File: config.mk
export PLATFORM = sky130hd
export DESIGN_NAME = macc_top
export DESIGN_NICKNAME = d
export VERILOG_FILES = /design/src/verilog/macc_pkg.sv /design/src/verilog/macc_seq_fsm.sv /design/src/verilog/macc_operand_stage.sv /design/src/verilog/macc_datapath.sv /design/src/verilog/macc_top.sv
export SDC_FILE = /design/constraint.sdc
export NUM_CORES = 1
export LEC_CHECK = 0
export BUFFER_PORTS_ARGS = -buffer_cell sky130_fd_sc_hd__buf_2
export CORE_MARGIN = 3
export CORE_UTILIZATION = 49
export DETAILED_ROUTE_END_ITERATION = 12
export PLACE_DENSITY_LB_ADDON = 0.1
export SLEW_MARGIN = 5
export SYNTH_ARGS = -nofsm -noshare
export SYNTH_HDL_FRONTEND = slang
export SYNTH_SLANG_ARGS = --single-unit
File: constraint.sdc
create_clock -name clk -period 7.55 [get_ports clk]
set_input_delay 1.51 -clock clk [delete_from_list [all_inputs] [get_ports clk]]
set_output_delay 1.51 -clock clk [all_outputs]
set_load 0.01 [all_outputs]
File: src/verilog/macc_pkg.sv
//--------------------------------------------------------------------------
// shared widths, word types and state encodings of the MAC sequencer
//--------------------------------------------------------------------------

package macc_pkg;

  //------------------------------------------------------------------------
  // widths
  //------------------------------------------------------------------------
  localparam int DATA_W     = 16;                  // operand word
  localparam int TAP_W      = 4;                   // tap counter
  localparam int CHAN_W     = 4;                   // filter / channel counter
  localparam int ACC_W      = 2 * DATA_W + TAP_W;  // product plus tap growth

  // issue to accumulator register, in cycles
  localparam int PIPE_DEPTH = 2;
  localparam int OPND_DLY   = PIPE_DEPTH - 1;      // operand stage depth
  localparam int DRAIN_W    = $clog2(PIPE_DEPTH + 1);

  //------------------------------------------------------------------------
  // word types
  //------------------------------------------------------------------------
  typedef logic [DATA_W-1:0] data_t;
  typedef logic [ACC_W-1:0]  acc_t;
  typedef logic [TAP_W-1:0]  tap_t;
  typedef logic [CHAN_W-1:0] chan_t;

  typedef enum logic [0:0] {
    OP_CONV = 1'b0,  // weight times ifmap over the taps
    OP_ACC  = 1'b1   // external plus internal psum
  } op_e;

  typedef enum logic [2:0] {
    IDLE      = 3'd0,
    CONV_RUN  = 3'd1,  // one tap per cycle
    CONV_NEXT = 3'd2,  // step to next filter
    ACC_RUN   = 3'd3,  // one channel per cycle
    DRAIN     = 3'd4,  // wait for the pipeline to empty
    DONE      = 3'd5   // ack high until req falls
  } seq_state_e;

endpackage

File: src/verilog/macc_seq_fsm.sv
//--------------------------------------------------------------------------
// MAC sequencer FSM, walks the tap and filter counters for one request
// and answers the four-phase start handshake
//--------------------------------------------------------------------------
`timescale 1ns/1ps

module macc_seq_fsm (
  input  logic            clk,
  input  logic            rst,

  // start handshake
  input  logic            start_req,
  input  macc_pkg::op_e   start_op,
  input  macc_pkg::tap_t  conv_len,    // held while req is high
  input  macc_pkg::chan_t filter_num,  // held while req is high
  output logic            start_ack,

  // pad memory addresses
  output macc_pkg::tap_t  cnt_a,
  output macc_pkg::chan_t cnt_b,

  // term issue to the operand stage
  output logic            issue,
  output macc_pkg::op_e   issue_op,
  output logic            first_term,
  output logic            last_term,
  output macc_pkg::chan_t issue_index
);
  import macc_pkg::*;

  seq_state_e         state;
  seq_state_e         state_nxt;
  logic [DRAIN_W-1:0] drain_cnt;

  tap_t               len_m1;
  chan_t              filt_m1;
  logic               tap_last;
  logic               filt_last;
  logic               chan_last;

  assign len_m1    = conv_len - tap_t'(1);
  assign filt_m1   = filter_num - chan_t'(1);
  assign tap_last  = (cnt_a == len_m1);
  assign filt_last = (cnt_b == filt_m1);
  assign chan_last = (cnt_a == tap_t'(filt_m1));  // cnt_a walks channels in acc

  //------------------------------------------------------------------------
  // state register and next state
  //------------------------------------------------------------------------
  always_ff @(posedge clk or posedge rst) begin
    if (rst) begin
      state <= IDLE;
    end else begin
      state <= state_nxt;
    end
  end

  always_comb begin
    state_nxt = state;
    case (state)
      IDLE: begin
        if (start_req) begin
          state_nxt = (start_op == OP_ACC) ? ACC_RUN : CONV_RUN;
        end
      end
      CONV_RUN: begin
        if (tap_last) begin
          state_nxt = filt_last ? DRAIN : CONV_NEXT;
        end
      end
      CONV_NEXT: begin
        state_nxt = CONV_RUN;
      end
      ACC_RUN: begin
        if (chan_last) begin
          state_nxt = DRAIN;
        end
      end
      DRAIN: begin
        if (drain_cnt == '0) begin
          state_nxt = DONE;
        end
      end
      DONE: begin
        if (!start_req) begin  // host has seen ack
          state_nxt = IDLE;
        end
      end
      default: begin
        state_nxt = IDLE;
      end
    endcase
  end

  //------------------------------------------------------------------------
  // tap, filter and drain counters
  //------------------------------------------------------------------------
  always_ff @(posedge clk or posedge rst) begin
    if (rst) begin
      cnt_a     <= '0;
      cnt_b     <= '0;
      drain_cnt <= '0;
    end else begin
      case (state)
        CONV_RUN: begin
          cnt_a     <= tap_last ? '0 : cnt_a + tap_t'(1);
          drain_cnt <= DRAIN_W'(PIPE_DEPTH - 1);  // armed for the last tap
        end
        CONV_NEXT: begin
          cnt_b <= cnt_b + chan_t'(1);
        end
        ACC_RUN: begin
          cnt_a     <= chan_last ? '0 : cnt_a + tap_t'(1);
          drain_cnt <= DRAIN_W'(PIPE_DEPTH - 1);
        end
        DRAIN: begin
          cnt_b     <= '0;
          drain_cnt <= drain_cnt - DRAIN_W'(1);
        end
        default: begin  // idle and done park at zero
          cnt_a <= '0;
          cnt_b <= '0;
        end
      endcase
    end
  end

  //------------------------------------------------------------------------
  // term control and ack
  //------------------------------------------------------------------------
  assign issue       = (state == CONV_RUN) || (state == ACC_RUN);
  assign issue_op    = (state == ACC_RUN) ? OP_ACC : OP_CONV;

  // every acc term is a whole result on its own
  assign first_term  = (state == ACC_RUN) || ((state == CONV_RUN) && (cnt_a == '0));
  assign last_term   = (state == ACC_RUN) || ((state == CONV_RUN) && tap_last);
  assign issue_index = (state == ACC_RUN) ? chan_t'(cnt_a) : cnt_b;

  assign start_ack   = (state == DONE);  // pipeline already empty here

endmodule

File: src/verilog/macc_operand_stage.sv
//--------------------------------------------------------------------------
// operand capture for the MAC datapath with matching control delay line
//--------------------------------------------------------------------------
`timescale 1ns/1ps

module macc_operand_stage (
  input  logic             clk,
  input  logic             rst,

  // term control from the sequencer
  input  logic             issue,
  input  macc_pkg::op_e    issue_op,
  input  logic             first_term,
  input  logic             last_term,
  input  macc_pkg::chan_t  issue_index,

  // pad memory data
  input  macc_pkg::data_t  weight_in,
  input  macc_pkg::data_t  ifmap_in,
  input  macc_pkg::data_t  external_psum,
  input  macc_pkg::data_t  internal_psum,

  // to the datapath
  output logic             term_valid,
  output macc_pkg::op_e    term_op,
  output logic             term_first,
  output logic             term_last,
  output macc_pkg::chan_t  term_index,
  output macc_pkg::data_t  opnd_a,
  output macc_pkg::data_t  opnd_b
);
  import macc_pkg::*;

  logic [OPND_DLY-1:0] vld_q;
  logic [OPND_DLY-1:0] op_q;
  logic [OPND_DLY-1:0] first_q;
  logic [OPND_DLY-1:0] last_q;
  chan_t               idx_q [OPND_DLY];
  data_t               a_q   [OPND_DLY];
  data_t               b_q   [OPND_DLY];

  // control bits, valid drops without issue
  always_ff @(posedge clk or posedge rst) begin
    if (rst) begin
      vld_q   <= '0;
      op_q    <= '0;
      first_q <= '0;
      last_q  <= '0;
    end else begin
      vld_q[0]   <= issue;
      op_q[0]    <= issue_op;
      first_q[0] <= issue & first_term;
      last_q[0]  <= issue & last_term;
      for (int i = 1; i < OPND_DLY; i++) begin
        vld_q[i]   <= vld_q[i-1];
        op_q[i]    <= op_q[i-1];
        first_q[i] <= first_q[i-1];
        last_q[i]  <= last_q[i-1];
      end
    end
  end

  // operand words hold between issues
  always_ff @(posedge clk) begin
    if (issue) begin
      idx_q[0] <= issue_index;
      a_q[0]   <= (issue_op == OP_CONV) ? weight_in : external_psum;
      b_q[0]   <= (issue_op == OP_CONV) ? ifmap_in  : internal_psum;
    end
    for (int i = 1; i < OPND_DLY; i++) begin
      idx_q[i] <= idx_q[i-1];
      a_q[i]   <= a_q[i-1];
      b_q[i]   <= b_q[i-1];
    end
  end

  assign term_valid = vld_q[OPND_DLY-1];
  assign term_op    = op_e'(op_q[OPND_DLY-1]);
  assign term_first = first_q[OPND_DLY-1];
  assign term_last  = last_q[OPND_DLY-1];
  assign term_index = idx_q[OPND_DLY-1];
  assign opnd_a     = a_q[OPND_DLY-1];
  assign opnd_b     = b_q[OPND_DLY-1];

endmodule

File: src/verilog/macc_datapath.sv
//--------------------------------------------------------------------------
// MAC datapath, multiplier or adder term into a registered accumulator
//--------------------------------------------------------------------------
`timescale 1ns/1ps

module macc_datapath (
  input  logic             clk,
  input  logic             rst,

  // term from the operand stage
  input  logic             term_valid,
  input  macc_pkg::op_e    term_op,
  input  logic             term_first,
  input  logic             term_last,
  input  macc_pkg::chan_t  term_index,
  input  macc_pkg::data_t  opnd_a,
  input  macc_pkg::data_t  opnd_b,

  // result stream, no back-pressure
  output logic             psum_valid,
  output macc_pkg::chan_t  psum_index,
  output macc_pkg::acc_t   psum_out
);
  import macc_pkg::*;

  logic [2*DATA_W-1:0] prod;
  logic [DATA_W:0]     opnd_sum;
  acc_t                term;
  acc_t                acc_nxt;
  acc_t                acc_q;

  //------------------------------------------------------------------------
  // term select and accumulate
  //------------------------------------------------------------------------
  assign prod     = opnd_a * opnd_b;                  // unsigned, full width
  assign opnd_sum = {1'b0, opnd_a} + {1'b0, opnd_b};  // carry kept
  assign term     = (term_op == OP_CONV) ? acc_t'(prod) : acc_t'(opnd_sum);
  assign acc_nxt  = term_first ? term : acc_q + term;  // first term restarts

  always_ff @(posedge clk) begin
    if (term_valid) begin
      acc_q <= acc_nxt;
    end
  end

  always_ff @(posedge clk) begin
    if (term_valid && term_last) begin
      psum_index <= term_index;
    end
  end

  // strobe lines up with the final sum in acc_q
  always_ff @(posedge clk or posedge rst) begin
    if (rst) begin
      psum_valid <= 1'b0;
    end else begin
      psum_valid <= term_valid & term_last;
    end
  end

  assign psum_out = acc_q;

endmodule

File: src/verilog/macc_top.sv
//--------------------------------------------------------------------------
// MAC processing element top, sequencer plus operand stage plus datapath
//--------------------------------------------------------------------------
`timescale 1ns/1ps

module macc_top (
  input  logic            clk,
  input  logic            rst,

  // start handshake and request parameters
  input  logic            start_req,
  input  macc_pkg::op_e   start_op,
  input  macc_pkg::tap_t  conv_len,
  input  macc_pkg::chan_t filter_num,
  output logic            start_ack,

  // pad memories, read combinationally from the counters
  output macc_pkg::tap_t  cnt_a,
  output macc_pkg::chan_t cnt_b,
  input  macc_pkg::data_t weight_in,
  input  macc_pkg::data_t ifmap_in,
  input  macc_pkg::data_t external_psum,
  input  macc_pkg::data_t internal_psum,

  // results
  output logic            psum_valid,
  output macc_pkg::chan_t psum_index,
  output macc_pkg::acc_t  psum_out
);
  import macc_pkg::*;

  // sequencer to operand stage
  logic  issue;
  op_e   issue_op;
  logic  first_term;
  logic  last_term;
  chan_t issue_index;

  // operand stage to datapath
  logic  term_valid;
  op_e   term_op;
  logic  term_first;
  logic  term_last;
  chan_t term_index;
  data_t opnd_a;
  data_t opnd_b;

  macc_seq_fsm u_seq (
    .clk         (clk),
    .rst         (rst),
    .start_req   (start_req),
    .start_op    (start_op),
    .conv_len    (conv_len),
    .filter_num  (filter_num),
    .start_ack   (start_ack),
    .cnt_a       (cnt_a),
    .cnt_b       (cnt_b),
    .issue       (issue),
    .issue_op    (issue_op),
    .first_term  (first_term),
    .last_term   (last_term),
    .issue_index (issue_index)
  );

  macc_operand_stage u_opnd (
    .clk           (clk),
    .rst           (rst),
    .issue         (issue),
    .issue_op      (issue_op),
    .first_term    (first_term),
    .last_term     (last_term),
    .issue_index   (issue_index),
    .weight_in     (weight_in),
    .ifmap_in      (ifmap_in),
    .external_psum (external_psum),
    .internal_psum (internal_psum),
    .term_valid    (term_valid),
    .term_op       (term_op),
    .term_first    (term_first),
    .term_last     (term_last),
    .term_index    (term_index),
    .opnd_a        (opnd_a),
    .opnd_b        (opnd_b)
  );

  macc_datapath u_dp (
    .clk        (clk),
    .rst        (rst),
    .term_valid (term_valid),
    .term_op    (term_op),
    .term_first (term_first),
    .term_last  (term_last),
    .term_index (term_index),
    .opnd_a     (opnd_a),
    .opnd_b     (opnd_b),
    .psum_valid (psum_valid),
    .psum_index (psum_index),
    .psum_out   (psum_out)
  );

endmodule

==> flow_metrics.tcl <==
set metrics [dict create \
    outcome "completed" \
    ff_latch_area_um2 2730 \
    postRouteWirelength_mm 42.3 \
    hold_viol 0 \
    clock_sinks 94 \
    max_freq_mhz 133 \
    antenna_found_initial 0 \
    root_buffer "clkbuf_16" \
    grt_pass1_vias 13200 \
    tightest_slew_ps 882 \
    yosys_warnings 0 \
    dp_hpwl_mm 33.4 \
    num_rows 64 \
    vias_per_cell 5.40 \
    cts_buffer_depth 2 \
    dr_total_vias 12900 \
    yosysMostFrequentCell "inv_1" \
    maxSlewHeadroom_pct 39.7 \
    clkTransAtPathRegs_ps 80 \
    yosysSeqAreaShare_pct 17.8 \
    cp-end-kind "register" \
    setup_ws_ps 20.3 \
    final_layout_size_suffix_gt1_share_pct 30.6 \
    max_stage_delay_ps 560 \
    track_usage_pct 25.2 \
    ant_nets 0 \
    cap_viol_max_count 0 \
    drc 0 \
    clock_skew_ps 9.33 \
    netlist-cell-type-count 69 \
    start_util_pct 49.9 \
    coreArea_um2 30700 \
    cp_slowest_cell "fa_1" \
    final_nets 2425 \
    fin_area_um2 19400 \
    critPathTopFamily "adder cells" \
    synth-edff-count 76 \
    async_flop_share_pct 19.1 \
    nFillCells 2645 \
    yosysTopAreaCell "fa_1" \
    drv_slew 0 \
    grt_remaining_overflow 0 \
    firstDrtPassIters 5 \
    synth_ff_type "edfxtp_1" \
    syn_inst 1671 \
    grt_max_degree 42 \
    diodes 0 \
    syn2layout_area_growth_pct 26.5 \
    whs_ps 426 \
    syn_nets 2101 \
    cp-start-kind "register" \
    rsz0062_at_grt "yes" \
    multi_input_area_um2 12100 \
    cts_tree "yes" \
    drt_iter0_drc 635 \
    ios 126 \
    numCtsBuffers 9 \
    syn_area_um2 15300 \
    cts_max_level 3 \
    grt_pass1_wl_mm 67.5 \
    path_max_fanout 5 \
    crit_type "register to register" \
    setup_violations 0 \
    gp_congestion 0.876 \
    synth_top_cells_by_area "fa_1, edfxtp_1, ha_1" \
    die_area_um2 33400 \
    ys_ff_latch 94 \
    crit_path_frequent_cell "fa_1" \
    fin_crit_ps 7530 \
    syn_avg_cell_area_um2 9.16 \
    yosysTopAreaCellShare_pct 25.6 \
    synth_commonest_cells "inv_1, fa_1, nand2_1" \
    routedWlPerCell_um 17.6 \
    post_dp_cell_area_um2 17700 \
    path_buf_inv 7 \
    crit_arrival_ps 7660 \
    pre_cts_slack_ps -498 \
    die_w_um 183 \
    hp-class "register to register" \
    io_buffer_count 125 \
    period_share_pct 99.7 \
    required_ps 7680 \
    clkLatencyLatePin_ps 380 \
    die_h_um 183 \
    hold_buffers 0 \
]
-- per-stage QoR --
step                util (%)  setup TNS (ps)  std cells
floorplan                  -               0       1671
global placement        57.6           -3140       2321
detailed placement      57.6           -4770       2321
CTS                     60.7               0       2368
global route            63.1           -1800       2396
finish                  63.1               0       2396
-- cell type report --
| cell class | instances | share of cell area, % |
|---|---|---|
| clock buffer | 9 | 1.16 |
| tap | 396 | 2.56 |
| sequential | 94 | 14.1 |
| timing repair buffer | 376 | 13.6 |
| multi-input combinational | 1234 | 62.7 |
| clock inverter | 7 | 0.433 |
| inverter | 280 | 5.43 |
-- repair_timing --
action                                  4_1_cts  5_1_grt
gates cloned                                  0        1
endpoints found under the setup margin       18       22
buffers inserted                             32       28
pin swaps                                    56       95
endpoints found under the hold margin         0        0
gates resized for setup                      85      130
-- layer usage --
| metal | wire length (µm) | vias up | global-route usage (%) |
|---|---|---|---|
| met5 | 0 | - | 0 |
| met2 | 21400 | 288 | 43.6 |
| met1 | 17900 | 6454 | 32.6 |
| met3 | 1540 | 79 | 3.31 |
| li1 | - | 6107 | - |
| met4 | 1420 | 0 | 9.17 |
-- cells by family (layout without fill, tap and decap cells) --
group	count (synthesis)	count (layout)	share of synthesized area, %
muxes	56	56	4.09
buffers and inverters	343	672	8.41
xor gates and xnor gates	78	78	4.46
and+or+nand+nor	468	468	14.8
adders and majority gates	354	354	38.5
DFF	94	94	17.8
AOI/OAI and AO/OA	278	278	11.8
-- worst paths after layout --
kind / endpoint / depth (start not counted) / from / slack (ps)
setup / recovery: u_dp.psum_out[28] / 32 / u_opnd.a_q[0][6] / 20
hold / removal: u_dp.psum_index[1] / 0 / u_opnd.idx_q[0][1] / 430
setup reg to reg: u_dp.psum_out[28] / 32 / u_opnd.a_q[0][6] / 20
hold reg to reg: u_dp.psum_index[1] / 0 / u_opnd.idx_q[0][1] / 430
max in group asynchronous: u_seq.state[1] / 2 / rst / 5830
min in group asynchronous: u_seq.drain_cnt[0] / 2 / rst / 1250
-- registers in the layout, indices dropped and copies added, names as in the netlist --
register           count
u_seq.state            3
u_dp.psum_out         36
u_dp.psum_index        4
u_opnd.term_last       1
u_seq.cnt_a            4
u_opnd.term_op         1
u_opnd.a_q            16
u_opnd.idx_q           4
u_seq.cnt_b            4
u_opnd.b_q            16
u_opnd.term_valid      1
u_dp.psum_valid        1
u_seq.drain_cnt        2
u_opnd.term_first      1
-- cell usage in the layout (no fill, tap or decap), types with 18 or more instances in the layout --
cell type | Yosys | final
o21ai_0 | 53 | 42
buf_4 | 0 | 223
xor2_1 | 34 | 34
ha_4 | 0 | 24
dfrtp_1 | 18 | 18
nor2b_1 | 20 | 18
inv_2 | 0 | 19
xnor2_1 | 44 | 38
nand3_1 | 25 | 23
a21oi_2 | 3 | 28
a21o_1 | 40 | 40
nand2_1 | 188 | 180
nor2_1 | 62 | 57
buf_6 | 0 | 23
buf_2 | 0 | 126
fa_1 | 196 | 188
and2_1 | 113 | 101
inv_1 | 278 | 258
mux2_2 | 51 | 49
a21oi_1 | 81 | 52
ha_1 | 158 | 128
edfxtp_1 | 76 | 76
Power is not shown: default switching activity piles up to over one toggle a cycle in this logic, so the estimate is an artifact.
